===== src/verilog/exu_pkg.sv =====
// data word type, alu/branch/load/operand/execute-control codes, divider op helper
package exu_pkg;

  typedef logic [63:0] word_t;

  typedef logic [4:0] alu_op_t;
  localparam alu_op_t ALU_ADD  = 5'd0;
  localparam alu_op_t ALU_SUB  = 5'd1;
  localparam alu_op_t ALU_SLT  = 5'd2;
  localparam alu_op_t ALU_SLTU = 5'd3;
  localparam alu_op_t ALU_XOR  = 5'd4;
  localparam alu_op_t ALU_AND  = 5'd5;
  localparam alu_op_t ALU_OR   = 5'd6;
  localparam alu_op_t ALU_SLL  = 5'd7;
  localparam alu_op_t ALU_SRL  = 5'd8;
  localparam alu_op_t ALU_SRA  = 5'd9;
  localparam alu_op_t ALU_MUL  = 5'd10;
  localparam alu_op_t ALU_DIV  = 5'd11;
  localparam alu_op_t ALU_DIVU = 5'd12;
  localparam alu_op_t ALU_REM  = 5'd13;
  localparam alu_op_t ALU_REMU = 5'd14;
  localparam alu_op_t ALU_COPY = 5'd15;
  localparam alu_op_t ALU_CSR  = 5'd16;

  typedef logic [2:0] branch_t;
  localparam branch_t BR_NONE = 3'd0;
  localparam branch_t BR_JAL  = 3'd1;
  localparam branch_t BR_JALR = 3'd2;
  localparam branch_t BR_BEQ  = 3'd4;
  localparam branch_t BR_BNE  = 3'd5;
  localparam branch_t BR_BLT  = 3'd6;
  localparam branch_t BR_BGE  = 3'd7;

  typedef logic [2:0] mem_op_t;
  localparam mem_op_t MEM_LB  = 3'd0;
  localparam mem_op_t MEM_LBU = 3'd1;
  localparam mem_op_t MEM_LH  = 3'd2;
  localparam mem_op_t MEM_LHU = 3'd3;
  localparam mem_op_t MEM_LW  = 3'd4;
  localparam mem_op_t MEM_LWA = 3'd5;
  localparam mem_op_t MEM_LD  = 3'd6;

  typedef logic [1:0] src_b_t;
  localparam src_b_t SRC_B_REG  = 2'd0;
  localparam src_b_t SRC_B_IMM  = 2'd1;
  localparam src_b_t SRC_B_FOUR = 2'd2;

  typedef logic [3:0] ex_ctl_t;
  localparam ex_ctl_t EX_EBREAK  = 4'd14;
  localparam ex_ctl_t EX_INVALID = 4'd15;

  function automatic logic is_div_op(alu_op_t op);
    return (op >= ALU_DIV) && (op <= ALU_REMU);
  endfunction

endpackage


===== src/verilog/exu_status.sv =====
// halted and aborted flags and the retired operation counter
`timescale 1ns/1ns

module exu_status import exu_pkg::*; (
  input  logic        i_clk,
  input  logic        i_rst_n,
  input  logic        i_retire,
  input  ex_ctl_t     i_ex_ctl,
  output logic        o_halted,
  output logic        o_aborted,
  output logic [31:0] o_retired
);

  always_ff @(posedge i_clk) begin
    if (!i_rst_n) begin
      o_halted  <= 1'b0;
      o_aborted <= 1'b0;
      o_retired <= '0;
    end else if (i_retire) begin
      o_retired <= o_retired + 32'd1;
      if (i_ex_ctl == EX_EBREAK) begin
        o_halted <= 1'b1;
      end
      // invalid instruction also stops the engine
      if (i_ex_ctl == EX_INVALID) begin
        o_halted  <= 1'b1;
        o_aborted <= 1'b1;
      end
    end
  end

endmodule


===== config.mk =====
export PLATFORM = sky130hd
export DESIGN_NAME = exu_status
export DESIGN_NICKNAME = d
export VERILOG_FILES = /design/src/verilog/exu_pkg.sv /design/src/verilog/exu_status.sv
export SDC_FILE = /design/constraint.sdc
export NUM_CORES = 1
export LEC_CHECK = 0
export BUFFER_PORTS_ARGS = -buffer_cell sky130_fd_sc_hd__buf_2
export CAP_MARGIN = 5
export CORE_MARGIN = 2
export CORE_UTILIZATION = 52
export CTS_CLUSTER_DIAMETER = 80
export DETAILED_ROUTE_END_ITERATION = 10
export GPL_ROUTABILITY_DRIVEN = 0
export GPL_TIMING_DRIVEN = 1
export PLACE_DENSITY_LB_ADDON = 0.3
export SYNTH_ARGS = -nofsm -noshare
export SYNTH_HDL_FRONTEND = slang
export SYNTH_SLANG_ARGS = --single-unit

===== constraint.sdc =====
create_clock -name i_clk -period 3.1 [get_ports i_clk]
set_clock_uncertainty 0.2 [all_clocks]
set_input_delay 0.31 -clock i_clk [delete_from_list [all_inputs] [get_ports i_clk]]
set_output_delay 0.31 -clock i_clk [all_outputs]
set_load 0.05 [all_outputs]

[After elaboration in Yosys (flattened, before gate mapping)]
Cells that the tools add are included.
Word-level totals
  bits in registers: 34
  input port bits: 7
  output and inout bits: 34
  logic and storage cells: 11
Cells by class
  $add $sub $neg: 1
  eq/ne operators: 2
  mux-type cells: 2
  reductions and logical operators: 3
Operator list (number)
  32-bit by 1-bit adder with 32-bit output (second input constant): 1
  4-bit equality test (second input constant): 2
  2-bit AND reduction: 2
  1-bit two-way mux: 2
  2-bit nonzero test: 1

[Logic depth before layout (Yosys ltp)]
  depth after elaboration: 3
  depth in mapped cells: 6
  mapped depth without buffers: 5

[Worst setup path before layout]
No wires, ideal clock.
  path kind: reg2reg
  start point: reg o_retired[0]
  end point: reg o_retired[22]
  setup time: 71 ps
  arrival: 2372 ps
  data required time: 2829 ps
  setup slack: 456 ps
  cell stages (with the launch flop): 7
  path through: dfxtp_1 > ha_1 > nand3_2 > or4_1 > buf_2 > or4_1 > a21oi_1
On the way
  cells in the longest elaborated chain, start to end: 1
Ends and longest elaborated chain
  from (decl): line exu_status.sv:11  | output logic [31:0] o_retired
  from (signal assigned): line exu_status.sv:20  | o_retired <= o_retired + 32'd1;
  32-bit by 1-bit adder with 32-bit output: line exu_status.sv:20
Every way passes these cells.
A chain may end at the register's enable or synchronous reset.

[Worst setup path in the final report]
Ends and elaborated chain as after synthesis.

==> results by group <==
Run status
  – Status: completed

Detailed routing
  – Post-route ant nets: 0
  – DRT Pass-1 Iters: 4
  – Final wirelength: ~3.4 mm
  – # DRC: 0
  – Initial DRC Count: 63
  – WL per Instance: between 10 and 15 um
  – Routed via count: between 1000 and 1500
  – Via/cell ratio: 5.68

Timing
  – Post-Route Setup TNS: 0 ns
  – Final Critical Period: 2.46 ns
  – Worst-Margin Slew: 0.731 ns
  – Slew headroom: 0.510
  – RSZ-0062 raised after global routing: no
  – Fmax: between 400 and 500 MHz
  – Final period util: 0.792
  – Fin. Hold Viols: 0
  – # setup viols final: 0
  – Max-slew violations: 0

Global route
  – GRT Residual Overflow: 0
  – Global-route usage over all layers: 0.218
  – Vias in the first global route: between 1000 and 1500
  – First-pass GRT wire length: 5.80 mm
  – Largest net degree at the start of global routing: 28
  – Initial antenna violation count: 0

Cells and area
  – Most frequent cells in the layout: buf_2 (40), dfxtp_1 (34), nand2_1 (21), a21oi_1 (16), nor2_1 (14)
  – Area delta synth->final: 16.6%
  – Most common cell after layout, fill and taps aside: buf_2
  – # diodes: 0
  – Fraction of layout cells with a size suffix above 1: 0.214
  – FILL cells: ~270
  – Nets: roughly 240

Worst setup path
  – R2R Path Start: o_retired[0]
  – Crit path largest cell delay: 0.70 ns
  – Required time of the critical path: around 3.2 ns
  – Crit path kind: reg2reg
  – Buf+Inv Stages, Crit Path: 0
  – CP most frequent cell: or4_1
  – Family with the most delay on the worst path: simple AND/OR/NAND/NOR gates
  – Critical Path Stages: 5
  – R2R setup slack: around 0.64 ns
  – Worst R2R End: o_retired[22]
  – CP Capture Type: flop
  – CP Launch Type: flop
  – Critical Path Slowest Stage Cell: or4_1
  – Worst EP arrival: between 2 and 3 ns
  – R2R cell count: 5
  – Crit path cell chain: ha_1 > nand3_2 > or4_1 > or4_1 > a21oi_1
  – CP Max Fanout: 9

Worst hold path
  – Hold Crit Depth: 3
  – Hold_sp: i_retire
  – Hold Crit Class: in2reg
  – Worst Hold Path EP: o_retired[1]

Power
  – Overall power: approximately 0.7 mW
  – Leakage: 0.698 nW
  – Pwr/cell area: between 300 and 400 mW/mm^2
  – Max VDD drop: around 270 uV

Synth
  – Compound-Gate Fraction of Synth Area: 0.109
  – Most used DFF post-synth: dfxtp_1
  – Mapped Area: 0.00159 mm^2
  – Syn nets: around 200
  – Synth warn: 0
  – Post-synthesis simple-gate area fraction: 0.320
  – XOR/XNOR Fraction of Synth Area: 0.0497
  – Synth unique cells: 26
  – Syn Area/Cell: 8.39 um^2
  – Cells after Synth: 189
  – Async SR Flop Fraction: 0
  – Combinational family with the most area after synthesis: simple AND/OR/NAND/NOR gates
  – Post-synth EDFFs: 0
  – Post-synthesis adder-cell area fraction: 0.00789
  – Mux contribution to synthesized area: 0.0505
  – Yosys reg bits: 34
  – Sequential fraction of the synthesis area: 0.429

Floorplan
  – Initial core utilization: 0.532
  – Die extent in x: just under 60 um
  – Die height: roughly 59 um
  – Core Area: about 0.003 mm^2
  – Io pins: 41
  – Row count: 20
  – Die Area: ~0.0035 mm^2

CTS
  – # H-tree levels: 2
  – Maximum clock path buffer count: 2
  – Clk slew on worst S/H paths: around 0.10 ns
  – Clk Latency, worst-skew pair: ~0.34 ns
  – Clk sinks: 34
  – Cts repair resizes: 0
  – Total CTS buffers: 5
  – CTS tree: built
  – CTS root buf: clkbuf_4

Place
  – I/O Buffers: 40
  – Post-detail-place hpwl: about 2.3 mm

Job
  – MaxCap Viol Count: 0
[report_power, final]
group / total (mW) / switching, mW / leakage, nW / internal, mW
Clock: 0.227 / 0.141 / 0.0254 / 0.0855
Combinational: 0.0397 / 0.0280 / 0.398 / 0.0117
Sequential: 0.444 / 0.00400 / 0.274 / 0.440
Total: 0.710 / 0.173 / 0.698 / 0.537
[kinds of logic (layout without fill, tap and decap cells)]
family | count (synthesis) | count (layout)
xor+xnor | 9 | 9
compound gates | 31 | 31
mux | 8 | 8
simple gates | 93 | 93
flops | 34 | 34
fa+ha+maj | 1 | 1
buf+inv | 13 | 53
[layer usage]
| metal | GRT usage | wire length (um) |
|---|---|---|
| met1 | 0.310 | 1690 |
| met2 | 0.309 | 1470 |
| met3 | 0.0655 | 153 |
| met4 | 0.0812 | 55 |
| met5 | 0 | 0 |
[cell usage after synthesis, types with 5 or more instances]
library cell	count	area (um^2)
o21ai_0	8	40.0
o31ai_1	7	52.6
dfxtp_1	34	681
nand3_1	8	40.0
a21oi_1	16	80.1
or3_1	8	50.1
xnor2_1	8	70.1
nor2_1	14	52.6
mux2i_1	8	80.1
nand2b_1	7	43.8
nand2_1	21	78.8
clkbuf_1	5	18.8
nand4_1	6	37.5
or4_1	10	75.1
nor4_1	8	50.1
[final cells by class]
cell class,count,area (um^2),share of cell area
clock buffers,7,45.0,0.0244
inverters,5,18.8,0.0102
multi-input cells,142,852,0.461
flip-flops and latches,34,681,0.368
well taps,33,41.3,0.0223
repair buffers,41,210,0.114
[metrics by stage]
step,util,hold slack (ns),worst slack (ns),instance area [um^2],cells
finish,0.621,0.133,0.645,1850,262
global route,0.621,0.152,0.480,1850,262
CTS,0.621,0.128,0.647,1850,262
detailed placement,0.602,0.255,0.673,1790,254
global placement,0.602,0.245,0.724,1790,254
floorplan,-,0.251,0.456,1590,189
[flip-flops by register name, summed over array words and instances, names as in the netlist]
name,cells
o_retired,32
o_aborted,1
o_halted,1
[worst max path at each step]
stage            startpoint            end  slack (ns)
6_report       o_retired[0]  o_retired[22]        0.64
3_5_place_dp   o_retired[0]  o_retired[22]        0.67
5_1_grt        o_retired[0]  o_retired[22]        0.48
2_1_floorplan  o_retired[0]  o_retired[22]        0.46
3_3_place_gp   o_retired[0]  o_retired[22]        0.72
4_1_cts        o_retired[0]  o_retired[22]        0.65
[worst min-delay path, stage by stage]
cell and delay [ns]:
buf_2 0.16, mux2i_1 0.09, nor2_1 0.08
[timing repair]
item	in CTS	in global routing
hold endpoints to repair	1	0
hold buffers	1	0
buffers inserted	0	0
No activity file was read; power rests on OpenSTA's default activity.
