==> src/verilog/exu_pkg.sv <==
// data word type, alu/branch/load/operand/execute-control codes, divider op helper
package exu_pkg;

  typedef logic [63:0] word_t;

  typedef logic [4:0] alu_op_t;
  localparam alu_op_t ALU_ADD  = 5'd0;
  localparam alu_op_t ALU_SUB  = 5'd1;
  localparam alu_op_t ALU_SLT  = 5'd2;
  localparam alu_op_t ALU_SLTU = 5'd3;
  localparam alu_op_t ALU_XOR  = 5'd4;
  localparam alu_op_t ALU_AND  = 5'd5;
  localparam alu_op_t ALU_OR   = 5'd6;
  localparam alu_op_t ALU_SLL  = 5'd7;
  localparam alu_op_t ALU_SRL  = 5'd8;
  localparam alu_op_t ALU_SRA  = 5'd9;
  localparam alu_op_t ALU_MUL  = 5'd10;
  localparam alu_op_t ALU_DIV  = 5'd11;
  localparam alu_op_t ALU_DIVU = 5'd12;
  localparam alu_op_t ALU_REM  = 5'd13;
  localparam alu_op_t ALU_REMU = 5'd14;
  localparam alu_op_t ALU_COPY = 5'd15;
  localparam alu_op_t ALU_CSR  = 5'd16;

  typedef logic [2:0] branch_t;
  localparam branch_t BR_NONE = 3'd0;
  localparam branch_t BR_JAL  = 3'd1;
  localparam branch_t BR_JALR = 3'd2;
  localparam branch_t BR_BEQ  = 3'd4;
  localparam branch_t BR_BNE  = 3'd5;
  localparam branch_t BR_BLT  = 3'd6;
  localparam branch_t BR_BGE  = 3'd7;

  typedef logic [2:0] mem_op_t;
  localparam mem_op_t MEM_LB  = 3'd0;
  localparam mem_op_t MEM_LBU = 3'd1;
  localparam mem_op_t MEM_LH  = 3'd2;
  localparam mem_op_t MEM_LHU = 3'd3;
  localparam mem_op_t MEM_LW  = 3'd4;
  localparam mem_op_t MEM_LWA = 3'd5;
  localparam mem_op_t MEM_LD  = 3'd6;

  typedef logic [1:0] src_b_t;
  localparam src_b_t SRC_B_REG  = 2'd0;
  localparam src_b_t SRC_B_IMM  = 2'd1;
  localparam src_b_t SRC_B_FOUR = 2'd2;

  typedef logic [3:0] ex_ctl_t;
  localparam ex_ctl_t EX_EBREAK  = 4'd14;
  localparam ex_ctl_t EX_INVALID = 4'd15;

  function automatic logic is_div_op(alu_op_t op);
    return (op >= ALU_DIV) && (op <= ALU_REMU);
  endfunction

endpackage

==> src/verilog/exu_result_mux.sv <==
// next pc adder, load data extension and write-back select
`timescale 1ns/1ns

module exu_result_mux import exu_pkg::*; (
  input  word_t   i_pc,
  input  word_t   i_rs1,
  input  word_t   i_rs2,
  input  word_t   i_imm,
  input  word_t   i_rdata,
  input  mem_op_t i_mem_op,
  input  logic    i_mem_to_reg,
  input  logic    i_sel_csr,
  input  logic    i_take_branch,
  input  logic    i_branch_reg,
  input  word_t   i_result,
  output word_t   o_next_pc,
  output word_t   o_bus_w
);

  word_t load_ext;

  assign o_next_pc = (i_branch_reg ? i_rs1 : i_pc) + (i_take_branch ? i_imm : 64'd4);

  always_comb begin
    case (i_mem_op)
      MEM_LB:  load_ext = {{56{i_rdata[7]}}, i_rdata[7:0]};
      MEM_LBU: load_ext = {56'b0, i_rdata[7:0]};
      MEM_LH:  load_ext = {{48{i_rdata[15]}}, i_rdata[15:0]};
      MEM_LHU: load_ext = {48'b0, i_rdata[15:0]};
      MEM_LW:  load_ext = {{32{i_rdata[31]}}, i_rdata[31:0]};
      MEM_LWA: load_ext = {{32{i_rdata[31]}}, i_rdata[31:0]};
      MEM_LD:  load_ext = i_rdata;
      default: load_ext = '0;
    endcase
  end

  // csr writes back the old value held in rs2
  always_comb begin
    if (i_mem_to_reg) begin
      o_bus_w = load_ext;
    end else if (i_sel_csr) begin
      o_bus_w = i_rs2;
    end else begin
      o_bus_w = i_result;
    end
  end

endmodule

==> config.mk <==
export PLATFORM = sky130hd
export DESIGN_NAME = exu_result_mux
export DESIGN_NICKNAME = d
export VERILOG_FILES = /design/src/verilog/exu_pkg.sv /design/src/verilog/exu_result_mux.sv
export SDC_FILE = /design/constraint.sdc
export NUM_CORES = 1
export LEC_CHECK = 0
export BUFFER_PORTS_ARGS = -buffer_cell sky130_fd_sc_hd__buf_2
export CORE_AREA = 2 2 203 205
export DETAILED_ROUTE_END_ITERATION = 12
export DIE_AREA = 0 0 205 207
export PLACE_DENSITY_LB_ADDON = 0.12
export SLEW_MARGIN = 20
export SYNTH_ARGS = -nofsm -noshare
export SYNTH_HDL_FRONTEND = slang
export SYNTH_SLANG_ARGS = --single-unit
export TNS_END_PERCENT = 30
==> constraint.sdc <==
create_clock -name vclk -period 6.77
set_input_delay 0.677 -clock vclk [all_inputs]
set_output_delay 0.677 -clock vclk [all_outputs]
set_load 0.02 [all_outputs]
# Word level (Yosys, flattened, before mapping)
# Index checks and enable logic that the tools add are counted.
dict set report classes {
  n_mux 5
  reduce_logical 2
  n_eq_ne 6
  addsub 1
}
# cell count
set op_table {}
lappend op_table {{$pmux 64 s6} 1}
lappend op_table {{$mux 64} 4}
lappend op_table {{$add 64x64->64} 1}
lappend op_table {{$eq 3x3->1 const B} 3}
lappend op_table {{$eq 3x2->1 const B} 2}
lappend op_table {{$eq 3x1->1 const B} 1}
lappend op_table {{$logic_not 3->1} 1}
lappend op_table {{$reduce_or 2->1} 1}
dict set report totals {
  output_inout_bits 128
  in_bits 391
  word_cells 14
  regBits 0
}

# Depth between registers and ports, before layout
dict set report depth {
  depth_word 4
  mapped_depth 13
}

# Worst setup path after synthesis
# No wires, ideal clock.
dict set report synth_path {
  kind {input port to output port}
  from {input port i_branch_reg}
  to {output port o_next_pc[50]}
  t_required_ps 6093
  path_buffers 2
  arrival_time_ps 3917
  path_stages 12
  slack_ps 2176
  path_cell_list {clkbuf_1 -> clkbuf_1 -> mux2_2 -> ha_1 -> a21o_1 -> a221o_2 -> nand3_2 -> a31o_1 -> a211oi_4 -> a21oi_1 -> nor2_1 -> a211oi_1}
}
dict set report synth_between {
  elab_chain_len 2
}
# element line_no
set synth_lines {}
lappend synth_lines {{start, declared} exu_result_mux.sv:14} ;# input logic i_branch_reg,
lappend synth_lines {{$mux 64} exu_result_mux.sv:22} ;# assign o_next_pc = (i_branch_reg ? i_rs1 : i_pc) + (i_take_branch ? i_imm : 64'd4);
lappend synth_lines {{$add 64x64->64} exu_result_mux.sv:22}
lappend synth_lines {{end, declared} exu_result_mux.sv:16} ;# output word_t o_next_pc,
# No other way between the ends.

# Worst setup path after layout
dict set report layout_path {
  from {input port i_branch_reg}
  to {output port o_next_pc[56]}
}
# Same word-level chain as after synthesis.

==> results.md <==
- Critical Path RT: between 6 and 7 ns
- Commonest non-fill, non-tap cell in the layout: buf_2
- Internal power: between 0.0004 and 0.0005 W
- Power, Total: 0.00111 W
- Drt total wl: 42000 microns
- Power per cell area: roughly 110 mW/mm^2
- Final Critical Period: 5.33 ns
- Clock buf count: 0
- Post-CTS sizing: 0
- Core Region: about 0.04 sq mm
- Pins Over Slew Limit: 0
- Via Count: between 9000 and 10000
- CP max FO: 28
- Final setup fails: 0
- Gr ovfl total: 0
- Hold bufs inserted after CTS: 0
- Final worst-path cycle share: between 70% and 80%
- Switching portion of total power: 62.3%
- CP Launch Point: i_branch_reg
- CP Capture Point: o_next_pc[56]
- Synth top area cells: ha_1 (12%), mux2_2 (11%), a21oi_1 (8.8%)
- Clock group share of total power: 0%
- Slowest cell on the critical path: o21ai_0
- Cell repeated most along the worst path: buf_4
- Mapped Area: around 0.0067 sq mm
- WP depth: 14
- WHS Path Cells: 4
- Fmax: approximately 190 MHz
- Setup Fix Bufs, Post-CTS: 0
- Switching power: roughly 0.00069 W
- Maxcap violations: 0
- Die area: about 0.042 sq mm
- Syn Nets: 1431
- Routability cong.: 0.868
- Seq pwr share: 0%
- LEAKAGE: just under 5 nW
- Final setup TNS: 0 ns
- Most frequent cells in the layout: buf_2 (516), a21oi_1 (119), nand2_1 (85)
- Critical path class: in2out
- # IOs: between 500 and 600
- CP top delay family: compound AO/OA/AOI/OAI gates
- Chip height: 207 microns
- Setup crit start kind: input port
- Largest net degree at the start of global routing: between 70 and 80
- CP endpoint kind: primary output
- Vias in the first global route: 9363
- Via/cell ratio: between 4 and 5
- Initial antenna violation count: 10
- Post-layout util: approximately 24%
- GR Util All Layers: 18.4%
- Library cells used by synthesis: between 70 and 80
- First-pass GRT wire length: between 50000 and 60000 microns
- Initial Utilization: 16.7%
- Final Hold Viols: 0
- Post-Syn Instances: 976
- Crit path largest cell delay: 0.46 ns
- Layout cells sized above 1: between 40% and 50%
- Arr. time, crit path: about 4.7 ns
- Row count: 74
- Drt drc: 0
- Worst-Margin Slew: 0.865 ns
- Logic gate share of total power: 100.0%
- Top-area cell type share of the netlist area: 11.7%
- Wirelength per Cell: roughly 21 microns
- Seq cells: 0
- Final Net Count: roughly 1900
- IO Port Bufs: slightly above 500
- VDD IR max: around 0.034 mV
- Register area: 0 sq um
- Avg Synthesized Cell Area: about 6.9 sq um
- HPWL Detailed: approximately 37000 microns
- Largest area contributor in the netlist: ha_1
- Drt first pass iters: 5
- DIE WIDTH: 205 microns
- 1st-iter DRT viols: ~440
- Hold WC Path Type: in2out
- Seq/Total Area, Yosys: 0%
- Unrepaired setup endpoints after global routing: false
- Antenna viol nets, final: 0
- Synthesis Warnings: 0
- Buf/Inv on CP: 4
- Synthesis-to-layout area growth: 45.3%
- Slew headroom: 42.4%
- Status: finished, final reports clean
- Crit-path cells: buf_4, buf_4, mux2_2, ha_1, a21o_1, a221o_2, a21oi_2, o31ai_1, buf_4, o21ai_0, a31oi_1, a21oi_1, xnor2_1, buf_2
## layout make-up
class,count,area [sq um]
antenna,3,7.51
fill,4733,30600
inverter,12,45.0
multi-input combinational,888,6380
tap,532,666
timing repair buffer,530,2690
## through the flow
stage          instances  setup WS (ns)  instance area (sq um)  hold WS, ns
3_3_place_gp        1962           1.51                   9780         1.67
6_report            1965           1.44                   9790         1.68
2_1_floorplan        976           2.18                   6740         1.58
4_1_cts             1962           1.42                   9780         1.68
3_5_place_dp        1962           1.44                   9780         1.68
5_1_grt             1963           1.17                   9780         1.71
## power groups by stage
stage	clock network (W)	logic, W	registers, W
6_report	0.0000000000594	0.00111	0
5_1_grt	0.0000000000199	0.00121	0
4_1_cts	0	0.00113	0
3_5_place_dp	0	0.00113	0
3_3_place_gp	0	0.00113	0
2_1_floorplan	0	0.000682	0
## Yosys cell counts, types with 4 or more instances
| master | instances |
|---|---|
| o21ai_0 | 44 |
| o31ai_1 | 10 |
| a21oi_1 | 119 |
| o21bai_1 | 8 |
| nor3_1 | 16 |
| clkbuf_1 | 50 |
| o22ai_1 | 51 |
| o21a_1 | 14 |
| buf_2 | 21 |
| nand2b_1 | 6 |
| nand3_1 | 7 |
| buf_1 | 4 |
| a21boi_0 | 5 |
| o211ai_1 | 5 |
| nor2_1 | 42 |
| a211oi_1 | 17 |
| mux2_2 | 63 |
| or2_2 | 4 |
| a31oi_1 | 12 |
| nand2_1 | 85 |
| inv_1 | 12 |
| and3_1 | 8 |
| a21o_1 | 28 |
| nor2b_1 | 11 |
| mux2i_1 | 58 |
| xnor2_1 | 32 |
| or3_1 | 6 |
| ha_1 | 63 |
| xor2_1 | 26 |
| and2_1 | 65 |
| nand4_1 | 30 |
## worst min-delay path, cell delays in order
cell,delay [ns]
buf_2,0.08
nand2_1,0.04
o21ai_0,0.06
buf_2,0.16
## kinds of logic after synthesis
kind of cell / synth area share, %
AOI/OAI and AO/OA: 33.7
xor gates and xnor gates: 7.54
adders and majority gates: 12.0
buffers and inverters: 5.35
muxes: 19.2
and+or+nand+nor: 22.3
## layer usage
metal | vias to the layer above | global-route usage, % | share of wire (%)
li1 | 4578 | - | -
met1 | 4203 | 22.7 | 42
met2 | 332 | 33.8 | 50
met3 | 36 | 2.52 | 5.7
met4 | 4 | 3.80 | 2.4
met5 | - | 0 | 0.050
## how the worst min path moves through the flow
stage / startpoint / endpoint / slack, ns
6_report: i_rdata[5] / o_bus_w[5] / 1.68
5_1_grt: i_rdata[5] / o_bus_w[5] / 1.71
4_1_cts: i_rdata[5] / o_bus_w[5] / 1.68
3_5_place_dp: i_rdata[5] / o_bus_w[5] / 1.68
3_3_place_gp: i_rdata[5] / o_bus_w[5] / 1.67
2_1_floorplan: i_rdata[10] / o_bus_w[10] / 1.58
(Power assumes the default switching activity.)
