<file path="src/verilog/exu_divider.sv">
// iterative restoring divider with sign fix-up and risc-v divide corner rules
`timescale 1ns/1ns

module exu_divider #(
  parameter int DIV_W = 64
) (
  input  logic             i_clk,
  input  logic             i_rst_n,
  input  logic             i_start,
  input  logic             i_signed,
  input  logic             i_rem,
  input  logic [DIV_W-1:0] i_a,
  input  logic [DIV_W-1:0] i_b,
  output logic             o_done,
  output logic [DIV_W-1:0] o_q
);

  localparam int CNT_W = $clog2(DIV_W + 1);

  logic             busy;
  logic [CNT_W-1:0] cnt;
  logic [DIV_W-1:0] quo;
  logic [DIV_W-1:0] rem;
  logic [DIV_W-1:0] dvsr;
  logic             neg_q;
  logic             neg_r;
  logic             b_zero;
  logic             sel_rem;
  logic             a_neg;
  logic             b_neg;
  logic [DIV_W-1:0] a_mag;
  logic [DIV_W-1:0] b_mag;
  logic [DIV_W:0]   shifted;
  logic [DIV_W:0]   diff;

  assign a_neg = i_signed & i_a[DIV_W-1];
  assign b_neg = i_signed & i_b[DIV_W-1];
  assign a_mag = a_neg ? -i_a : i_a;
  assign b_mag = b_neg ? -i_b : i_b;

  // one trial subtract per cycle
  assign shifted = {rem, quo[DIV_W-1]};
  assign diff    = shifted - {1'b0, dvsr};

  always_ff @(posedge i_clk) begin
    if (!i_rst_n) begin
      busy   <= 1'b0;
      cnt    <= '0;
      o_done <= 1'b0;
    end else begin
      o_done <= 1'b0;
      if (i_start) begin
        busy <= 1'b1;
        cnt  <= CNT_W'(DIV_W);
      end else if (busy) begin
        cnt <= cnt - 1'b1;
        if (cnt == CNT_W'(1)) begin
          busy   <= 1'b0;
          o_done <= 1'b1;
        end
      end
    end
  end

  always_ff @(posedge i_clk) begin
    if (i_start) begin
      quo     <= a_mag;
      rem     <= '0;
      dvsr    <= b_mag;
      neg_q   <= a_neg ^ b_neg;
      neg_r   <= a_neg;
      b_zero  <= (i_b == '0);
      sel_rem <= i_rem;
    end else if (busy) begin
      if (!diff[DIV_W]) begin
        rem <= diff[DIV_W-1:0];
        quo <= {quo[DIV_W-2:0], 1'b1};
      end else begin
        rem <= shifted[DIV_W-1:0];
        quo <= {quo[DIV_W-2:0], 1'b0};
      end
    end
  end

  // remainder takes the dividend sign; a zero divisor leaves it equal to the dividend
  // most negative over minus one falls out of the negation unchanged
  always_comb begin
    if (sel_rem) begin
      o_q = neg_r ? -rem : rem;
    end else if (b_zero) begin
      o_q = '1;
    end else begin
      o_q = neg_q ? -quo : quo;
    end
  end

endmodule

</file>
<file path="config.mk">
export PLATFORM = sky130hd
export DESIGN_NAME = exu_divider
export DESIGN_NICKNAME = d
export VERILOG_FILES = /design/src/verilog/exu_divider.sv
export SDC_FILE = /design/constraint.sdc
export NUM_CORES = 1
export LEC_CHECK = 0
export ABC_AREA = 1
export BUFFER_PORTS_ARGS = -buffer_cell sky130_fd_sc_hd__buf_2
export CORE_MARGIN = 2
export CORE_UTILIZATION = 55
export CTS_CLUSTER_DIAMETER = 120
export DETAILED_ROUTE_END_ITERATION = 8
export PLACE_DENSITY = 0.74
export SYNTH_ARGS = -nofsm -noshare
export SYNTH_HDL_FRONTEND = slang
export SYNTH_SLANG_ARGS = --single-unit
</file>
<file path="constraint.sdc">
create_clock -name i_clk -period 6.8 [get_ports i_clk]
set_input_delay 0.34 -clock i_clk [delete_from_list [all_inputs] [get_ports i_clk]]
set_output_delay 0.34 -clock i_clk [all_outputs]
set_load 0.05 [all_outputs]
</file>
# ---- Word level (Yosys, flattened, before mapping)
# Index checks and enable logic that the tools add are counted.
dict set report word_totals {
  ff_bits 205
  inputBits 133
  output_inout_bits 65
  elab_cells 43
}
dict set report classes {
  add_sub_neg 6
  eq_ne 1
  mux 16
  bitwise 5
  reduce_logical 4
}
# operator n
set op_table {}
lappend op_table {{64-bit 2-to-1 mux} 9}
lappend op_table {{64-bit negator} 4}
lappend op_table {{65-bit by 64-bit subtractor with 65-bit output} 1}
lappend op_table {{64-bit logical NOT} 1}
lappend op_table {{7-bit 2-to-1 mux} 2}
lappend op_table {{7-bit by 1-bit equality test with 1-bit output (second input constant)} 1}
lappend op_table {{7-bit by 1-bit subtractor with 7-bit output (second input constant)} 1}
lappend op_table {{1-bit 2-to-1 mux} 5}
lappend op_table {{3-bit OR reduction} 1}
lappend op_table {{1-bit bitwise AND} 2}
lappend op_table {{1-bit NOT} 2}
lappend op_table {{2-bit nonzero test} 1}
lappend op_table {{2-bit OR reduction} 1}
lappend op_table {{1-bit XOR} 1}

# ---- Depth between registers and ports, before layout
# Gate-level depths: netlist of the first run.
dict set report logic_depth {
  word_depth 4
  ltp_mapped 21
  ltp_nobuf 19
}

# ---- Worst setup path before layout of the first run
# No wires, ideal clock.
dict set report synth_timing {
  path_kind {flip-flop to output port}
  startpoint {register rem[0]}
  endpoint {output o_q[39]}
  arrival_time_ps 2564
  required_time_ps 6460
  slack_ps 3896
  path_stages_with_launch 10
  path_buffers 0
  path_cell_list {dfxtp_1 nor3_2 nand3_1 nor3_4 nand2_1 nor2_4 nand2_1 nor2_1 nor3_1 o21ai_0}
}
dict set report synth_between {
  elab_chain_len 3
}
# item line
set synth_rtl {}
lappend synth_rtl {{from (decl)} 23} ;# logic [DIV_W-1:0] rem;
lappend synth_rtl {{from (signal assigned)} 76} ;# rem <= diff[DIV_W-1:0];
lappend synth_rtl {{from (signal assigned)} 79} ;# rem <= shifted[DIV_W-1:0];
lappend synth_rtl {{64-bit negator} 89} ;# o_q = neg_r ? -rem : rem;
lappend synth_rtl {{64-bit 2-to-1 mux} 89}
lappend synth_rtl {{64-bit 2-to-1 mux} 88} ;# if (sel_rem) begin
lappend synth_rtl {{to (decl)} 15} ;# output logic [DIV_W-1:0] o_q
# No other way between the ends.

# ---- Worst setup path after layout of the first run
dict set report layout_timing {
  startpoint {register quo[23]}
  endpoint {output o_q[60]}
}
dict set report layout_between {
  elab_chain_len 4
}
# item line
set layout_rtl {}
lappend layout_rtl {{from (decl)} 22} ;# logic [DIV_W-1:0] quo;
lappend layout_rtl {{from (signal assigned)} 67} ;# quo <= a_mag;
lappend layout_rtl {{from (signal assigned)} 77} ;# quo <= {quo[DIV_W-2:0], 1'b1};
lappend layout_rtl {{from (signal assigned)} 80} ;# quo <= {quo[DIV_W-2:0], 1'b0};
lappend layout_rtl {{64-bit negator} 93} ;# o_q = neg_q ? -quo : quo;
lappend layout_rtl {{64-bit 2-to-1 mux} 93}
lappend layout_rtl {{64-bit 2-to-1 mux} 90} ;# end else if (b_zero) begin
lappend layout_rtl {{64-bit 2-to-1 mux} 88}
# No other way between the ends.

==> summary.md, run 1 <==
| Metric | Value |
|---|---|
| Setup crit start | `quo[23]` |
| Fmax | `246 MHz` |
| WL/cell | `18.3 um` |
| Inserted Diodes | `0` |
| Post-synth ARST share | `0%` |
| Max clock buf depth | `3` |
| Leak | `13.8 nW` |
| Number of synthesized flops with an enable pin | `132` |
| Largest net degree at the start of global routing | `76` |
| Top_reg_cell synth | `edfxtp_1` |
| Worst reg2reg path startpoint | `quo[63]` |
| Setup bufs post-CTS | `0` |
| Data required time of the worst path | `6.46 ns` |
| Crit path DAT | `3.73 ns` |
| Hpwl dp | `72,400 um` |
| Area of the multi-input gates | `14,700 sq um` |
| Min Tclk post-route | `4.07 ns` |
| DR vias | `26,757` |
| Post-Synth XOR/XNOR Area | `6.62%` |
| Violated checks | `DRC` |
| Largest family of logic cells by synthesized area | `simple AND/OR/NAND/NOR gates` |
| Setup TNS | `0 ns` |
| Critical-path top delay cell | `nor4_1` |
| Seq/Total Area, Yosys | `23.3%` |
| # H-tree levels | `1` |
| Top cells by area, synth | `nand2_1, edfxtp_1, inv_1` |
| Hold Crit Class | `primary input to flip-flop` |
| Pre-antenna DRT Iters | `9` |
| Root Buffer | `clkbuf_16` |
| Clock skew | `0.0222 ns` |
| Critical path class | `flip-flop to output pin` |
| Nets | `4,459` |
| # port buffers | `197` |
| Worst Slack Setup Final | `2.73 ns` |
| Core area | `41,900 sq um` |
| Synth cell types | `53` |
| GRT Overall Usage | `39.4%` |
| PwrDens | `163 nW/um^2` |
| CP startpoint kind | `flip-flop` |
| Syn. warnings | `0` |
| Power Total | `4.17 mW` |
| I/O pin total | `198` |
| Hold_ws | `0.0644 ns` |
| Final WL | `88,300 um` |
| Reg area | `5430 sq um` |
| Final Wtd Congestion | `1.04` |
| Post-place setup slack | `3.11 ns` |
| Area leader, netlist | `nand2_1` |
| Post-Synth Simple-Gate Area | `44.0%` |
| TritonCTS clock tree | `done` |
| Mapped cell area | `23,300 sq um` |
| Initial antenna violation count | `1` |
| Post-synthesis adder-cell area fraction | `3.85%` |
| Yosys reg bits | `205` |
| Mapped Nets | `4,306` |
| Fin. Hold Viols | `0` |
| Post-DRT Antenna Nets | `0` |
| CTS Sinks | `205` |
| Post-route DRC violation count | `4` |
| Actual slew at the worst max-slew pin | `1.33 ns` |
| Fillers | `4,340` |
| Initial DRC count | `3,326` |
| Most frequent cells after synthesis | `nand2_1, inv_1, nor2_1` |
| Area share of the largest cell type after synthesis | `23.3%` |
| Hold Buf Count CTS | `2` |
| Final period util | `59.9%` |
| Setup violators final | `0` |
| Crit. End Element | `output pin` |
| Post-synthesis mux area share | `0%` |
| Crit-path cells | `nor2_1 -> nand2_1 -> nor2_1 -> inv_1 -> nor4_1 -> nand3_1 -> nand2_1 -> nand2_1 -> nand3_1 -> nand2_1 -> nand2_1 -> buf_2` |
| Ratio of cells with drive above 1 in the final layout | `7.35%` |
| Clk_lat worst skew | `0.57 ns` |
| Hold wc startpoint | `i_rst_n` |
| RSZ-0062 raised after global routing | `no` |
| Reg clk slew, reported paths | `0.06 ns` |
| First-pass GRT wire length | `134,000 um` |
| Highest cell delay on the worst timing path | `1.08 ns` |
| Syn avg cell area | `5.67 sq um` |
| Post-CTS sizing | `0` |
| Die Ht | `210 um` |
| Slew HR | `10.6%` |
| Die ar. | `44,000 sq um` |
| DR vias/cell | `5.56` |
| Final-report max-slew violation count | `0` |
| Worst path most repeated cell | `nand2_1` |
| Number of buffers created by CTS | `25` |
| Status | `finished with violations` |
| Vias in the first global route | `23,735` |
| Max Cap Viol | `0` |
| Rows | `75` |
| Most frequent cell after synthesis | `nand2_1` |
| Layout area overhead | `9.76%` |
| Worst-path fanout max | `6` |
| Starting density of the core | `55.6%` |
| Die X-Extent | `210 um` |
| Synth Instances | `4,102` |
| Total grt overflow | `0` |
| Compound-Gate Fraction of Synth Area | `8.55%` |
| VDD IR max | `0.228 mV` |
==> critical path, delay by kind of cell (launching register included) <==
family / cells / cell delay [ns]
buffers and inverters: 2 / 0.40
flip-flops: 1 / 0.47
AND/OR/NAND/NOR: 10 / 2.28
==> power by group <==
part           switching (mW)  leakage [nW]  total [mW]  internal [mW]
logic                   0.892          11.5        1.22          0.328
registers              0.0794          1.91        1.53           1.45
clock network           0.572         0.410        1.42          0.853
==> kinds of logic (layout without fill, tap and decap cells) <==
| kind of cell | Yosys count | after routing |
|---|---|---|
| simple gates | 2455 | 2455 |
| buf+inv | 826 | 998 |
| compound gates | 369 | 369 |
| flops | 205 | 205 |
| xor+xnor | 176 | 176 |
| fa+ha+maj | 71 | 71 |
==> sequential cells by signal, summed over array words and instances (netlist names) <==
name     count
dvsr        64
quo         64
rem         64
cnt          7
b_zero       1
busy         1
neg_q        1
neg_r        1
o_done       1
sel_rem      1
==> routing by layer <==
layer  wire length (um)  global-route usage [%]
met5                  9                       0
met4               2640                    10.5
met3               9820                    8.69
met2              36600                    58.1
met1              39300                    57.6
==> cell type report <==
cell class	instances	area share, %
clock buffers	33	2.65
clock inverters	13	0.705
inverters	737	10.8
multi-input cells	3071	57.5
flip-flops and latches	205	21.2
well taps	539	2.64
repair buffers	215	4.42
==> cells in the final DEF, fill, tap and decap left out, drive strengths merged, types with 2 or more instances in the layout <==
cell type       n
nor2          462
clkinv          8
xnor2          46
xor2          130
and2            7
o21ai         208
nor3b           4
edfxtp        132
or2             9
nor3           94
and3            6
ha             70
a31oi           7
o22ai           7
nand4          71
nand3b         13
o31ai          12
nand2        1455
dfxtp          73
clkinvlp        2
dlygate4sd3     2
a21boi          3
nor4           37
o211ai          7
bufinv          4
a21oi         112
buf           213
o32ai           2
clkbuf         33
nand3         297
inv           736
o41ai           4
==> worst paths after layout <==
check	slack (ns)	end	cells after the start
setup reg to reg	2.86	rem[0]	19
setup / recovery	2.73	o_q[60]	12
hold / removal	0.06	busy	3
hold reg to reg	0.49	cnt[6]	2
==> per-stage QoR <==
stage	instance area, sq um	utilization (%)	cells
floorplan	23300	-	4102
global placement	24700	58.9	4765
detailed placement	24700	58.9	4765
CTS	25500	61.0	4813
global route	25500	61.0	4813
finish	25500	61.0	4813
(Power assumes the default switching activity.)
==> inputs of run 2 (changes only) <==
ABC_AREA = 0   (was 1)
PLACE_DENSITY = 0.79   (was 0.74)
clock period = 3.45 ns   (was 6.8 ns; I/O delays follow)
==> run 2 against run 1 <==
  * The run ends with setup timing left
  * Area after synthesis fell by 23%
  * Hold slack got worse by 0.063 ns
  * Combinational power rose to 4.8 times the previous value
  * Register-to-register slack got worse by 3.2 ns
  * Critical path type unchanged
==> summary.md, run 2 <==
| Metric | Value |
|---|---|
| Initial DRC count | `2,593 (-22%)` |
| Starting density of the core | `56.2% (+0.63 points)` |
| Number of synthesized flops with an enable pin | `132 (unchanged)` |
| CP startpoint kind | `flip-flop` |
| Final-report max-slew violation count | `0 (unchanged)` |
| Commonest non-fill, non-tap cells in the layout | `buf_4, nor2_1, a21oi_1` |
| Max Cap Viol | `0 (unchanged)` |
| Syn avg cell area | `8.02 sq um (+41%)` |
| Synth cell types | `73 (+38%)` |
| Most frequent cell after synthesis | `nand2_1` |
| Crit-path cells | `or4_4 -> or3_4 -> or4_4 -> or3_4 -> or3_4 -> or4_4 -> o31ai_4 -> xnor2_2 -> nor3_2 -> a21oi_4 -> buf_6` |
| WL/cell | `21.4 um (+17%)` |
| GR Util met2 | `55.4% (-2.8 points)` |
| Top cells by area, synth | `edfxtp_1, xor2_1, dfxtp_1` |
| I/O pin total | `198 (unchanged)` |
| Final WL | `67,500 um (-24%)` |
| Crit path DAT | `4.38 ns (+0.65 ns)` |
| Inserted Diodes | `0 (unchanged)` |
| Mapped Nets | `2,429 (-44%)` |
| Root Buffer | `clkbuf_16` |
| Number of buffers created by CTS | `24 (-4.0%)` |
| # port buffers | `197 (unchanged)` |
| Highest cell delay on the worst timing path | `0.55 ns (-0.53 ns)` |
| DR vias | `20,213 (-24%)` |
| M1 GR Usage | `48.2% (-9.4 points)` |
| Clk_lat worst skew | `0.56 ns (about the same)` |
| Fin. Hold Viols | `0 (unchanged)` |
| RSZ-0062 raised after global routing | `yes` |
| Placed cell count | `3,006 (-37%)` |
| Data required time of the worst path | `3.28 ns (-3.18 ns)` |
| CTS Sinks | `205 (unchanged)` |
| Reg clk slew, reported paths | `0.06 ns (about the same)` |
| # H-tree levels | `1 (unchanged)` |
| Worst-path fanout max | `5 (-1)` |
| Mapped cell area | `17,800 sq um (-23%)` |
| Most frequent cells after synthesis | `nand2_1, nor2_1, a21oi_1` |
| Violated checks | `setup timing` |
| Critical path class | `flip-flop to output pin` |
| Rows | `65 (-13%)` |
| Total grt overflow | `0 (unchanged)` |
| Area share of the largest cell type after synthesis | `22.2% (-1.0 points)` |
| Post-place setup slack | `-0.502 ns (-3.61 ns)` |
| Yosys reg bits | `205 (unchanged)` |
| Max clock buf depth | `3 (unchanged)` |
| TritonCTS clock tree | `done` |
| Seq/Total Area, Yosys | `30.4% (+7.1 points)` |
| First-pass GRT wire length | `94,600 um (-30%)` |
| Syn. warnings | `0 (unchanged)` |
| Die Ht | `184 um (-12%)` |
| Pre-antenna DRT Iters | `6 (-3)` |
| Post-DRT Antenna Nets | `0 (unchanged)` |
| Final period util | `132%` |
| Min Tclk post-route | `4.56 ns` |
| Final Non-Filler Cells | `3,148 (-35%)` |
| Worst Slack Setup Final | `-1.11 ns (-3.83 ns)` |
| Gr busiest metal | `met2` |
| Die ar. | `33,900 sq um (-23%)` |
| Core area | `31,700 sq um (-24%)` |
| Crit. End Element | `output pin` |
| Flop2flop setup slack | `-0.34 ns (-3.20 ns)` |
| DR vias/cell | `6.42 (+15%)` |
| Largest net degree at the start of global routing | `147 (+93%)` |
| Top_reg_cell synth | `edfxtp_1` |
| Die X-Extent | `184 um (-12%)` |
| GRT Overall Usage | `34.7% (-4.6 points)` |
| Met3 usage | `5.47% (-3.2 points)` |
| Hold Crit Class | `primary input to flip-flop` |
| Fin util | `78.8% (+18 points)` |
| Vias in the first global route | `18,109 (-24%)` |
| Placed instance area | `21,400 sq um (-13%)` |
| Critical-path top delay cell | `or4_4` |
| Area leader, netlist | `edfxtp_1` |
| Biggest regs | `dvsr (64), quo (64), rem (64)` |
| Actual slew at the worst max-slew pin | `1.28 ns (-0.0529 ns)` |
| Status | `finished with violations` |
| Ratio of cells with drive above 1 in the final layout | `30.8% (+23 points)` |
| Commonest non-fill, non-tap cell in the layout | `buf_4` |
| PwrDens | `472 nW/um^2 (+190%)` |
| Final Wtd Congestion | `0.955 (-7.9%)` |
| Hpwl dp | `44,100 um (-39%)` |
| Initial antenna violation count | `1 (unchanged)` |
| Post-route DRC violation count | `0 (-4)` |
| Nets | `2,933 (-34%)` |
| Layout area overhead | `40.1%` |
| Fmax | `219 MHz` |
| Design area | `25,000 sq um (-2.2%)` |
| Leak | `10.3 nW (-26%)` |
| Setup violators final | `103 (+103)` |
| Synth Instances | `2,225 (-46%)` |
| Slew HR | `13.9% (+3.3 points)` |
| Clock skew | `0.0395 ns (+0.0173 ns)` |
| Post-synth ARST share | `0% (unchanged)` |
| VDD IR max | `0.434 mV (+90%)` |
| Fillers | `2,004 (-54%)` |
## run 2: changes by cell type after synthesis, moves of 52 or more
cell / delta
nand2_1: -1216
nor2_1: -231
a22oi_1: +52
a21oi_1: +79
inv_1: -628
xnor2_1: +76
nand3_1: -250
xor2_1: +54
o21ai_0: -68
## run 2: layout make-up
type / instances / area (sq um) / share of cell area [%]
Inverter: 102 / 383 / 1.53
Timing Repair Buffer: 587 / 4650 / 18.6
Clock buffer: 28 / 637 / 2.55
Multi-Input combinational cell: 1809 / 13200 / 52.7
Clock inverter: 15 / 206 / 0.826
Tap cell: 402 / 503 / 2.01
Sequential cell: 205 / 5440 / 21.8
## run 2: final timing paths
path | from | end | cells past startpoint
min | i_b[47] | dvsr[47] | 2
max reg2reg | quo[63] | rem[49] | 17
min reg2reg | cnt[1] | cnt[1] | 2
max | quo[34] | o_q[59] | 11
## run 2: critical path: cells and delay by family (launching register included)
family | cells | cell delay (ns)
buf+inv | 1 | 0.17
flops | 1 | 0.39
simple gates | 7 | 2.66
xor+xnor | 1 | 0.17
compound gates | 2 | 0.44
## run 2: cells by family (layout without fill, tap and decap cells)
group	Yosys count	after routing	share of synthesized area [%]
compound gates	619	619	22.6
xor+xnor	306	306	15.0
fa+ha+maj	71	71	5.02
buf+inv	212	732	4.52
flops	205	205	30.4
mux	14	14	0.835
simple gates	798	799	21.6
## run 2: per-layer routing
| metal | vias to the layer above | routed length (um) |
|---|---|---|
| met2 | 1341 | 30100 |
| li1 | 9193 | - |
| met1 | 9394 | 26900 |
| met5 | - | 0 |
| met4 | 0 | 3100 |
| met3 | 285 | 7470 |
## run 2: repair_timing
item,in CTS,in global routing
gates resized for setup,169,257
gates cloned,2,10
setup endpoints to repair,105,124
hold buffers,58,0
buffers inserted,11,21
endpoints found under the hold margin,64,0
pin swaps,38,107
## run 2: power by group
group / internal (mW) / leakage, nW / switching (mW)
Clock: 1.69 / 0.401 / 1.10
Sequential: 2.92 / 1.90 / 0.271
Combinational: 2.33 / 7.95 / 3.48
## run 2: stage by stage
stage,power (mW),hold WS (ns),TNS [ns]
CTS,10.8,0.000466,-15.50
finish,11.8,0.00139,-27.87
detailed placement,7.71,0.353,-19.04
global placement,7.61,0.370,-11.13
global route,12.2,0.00849,-38.40
floorplan,6.01,0.271,-2.63
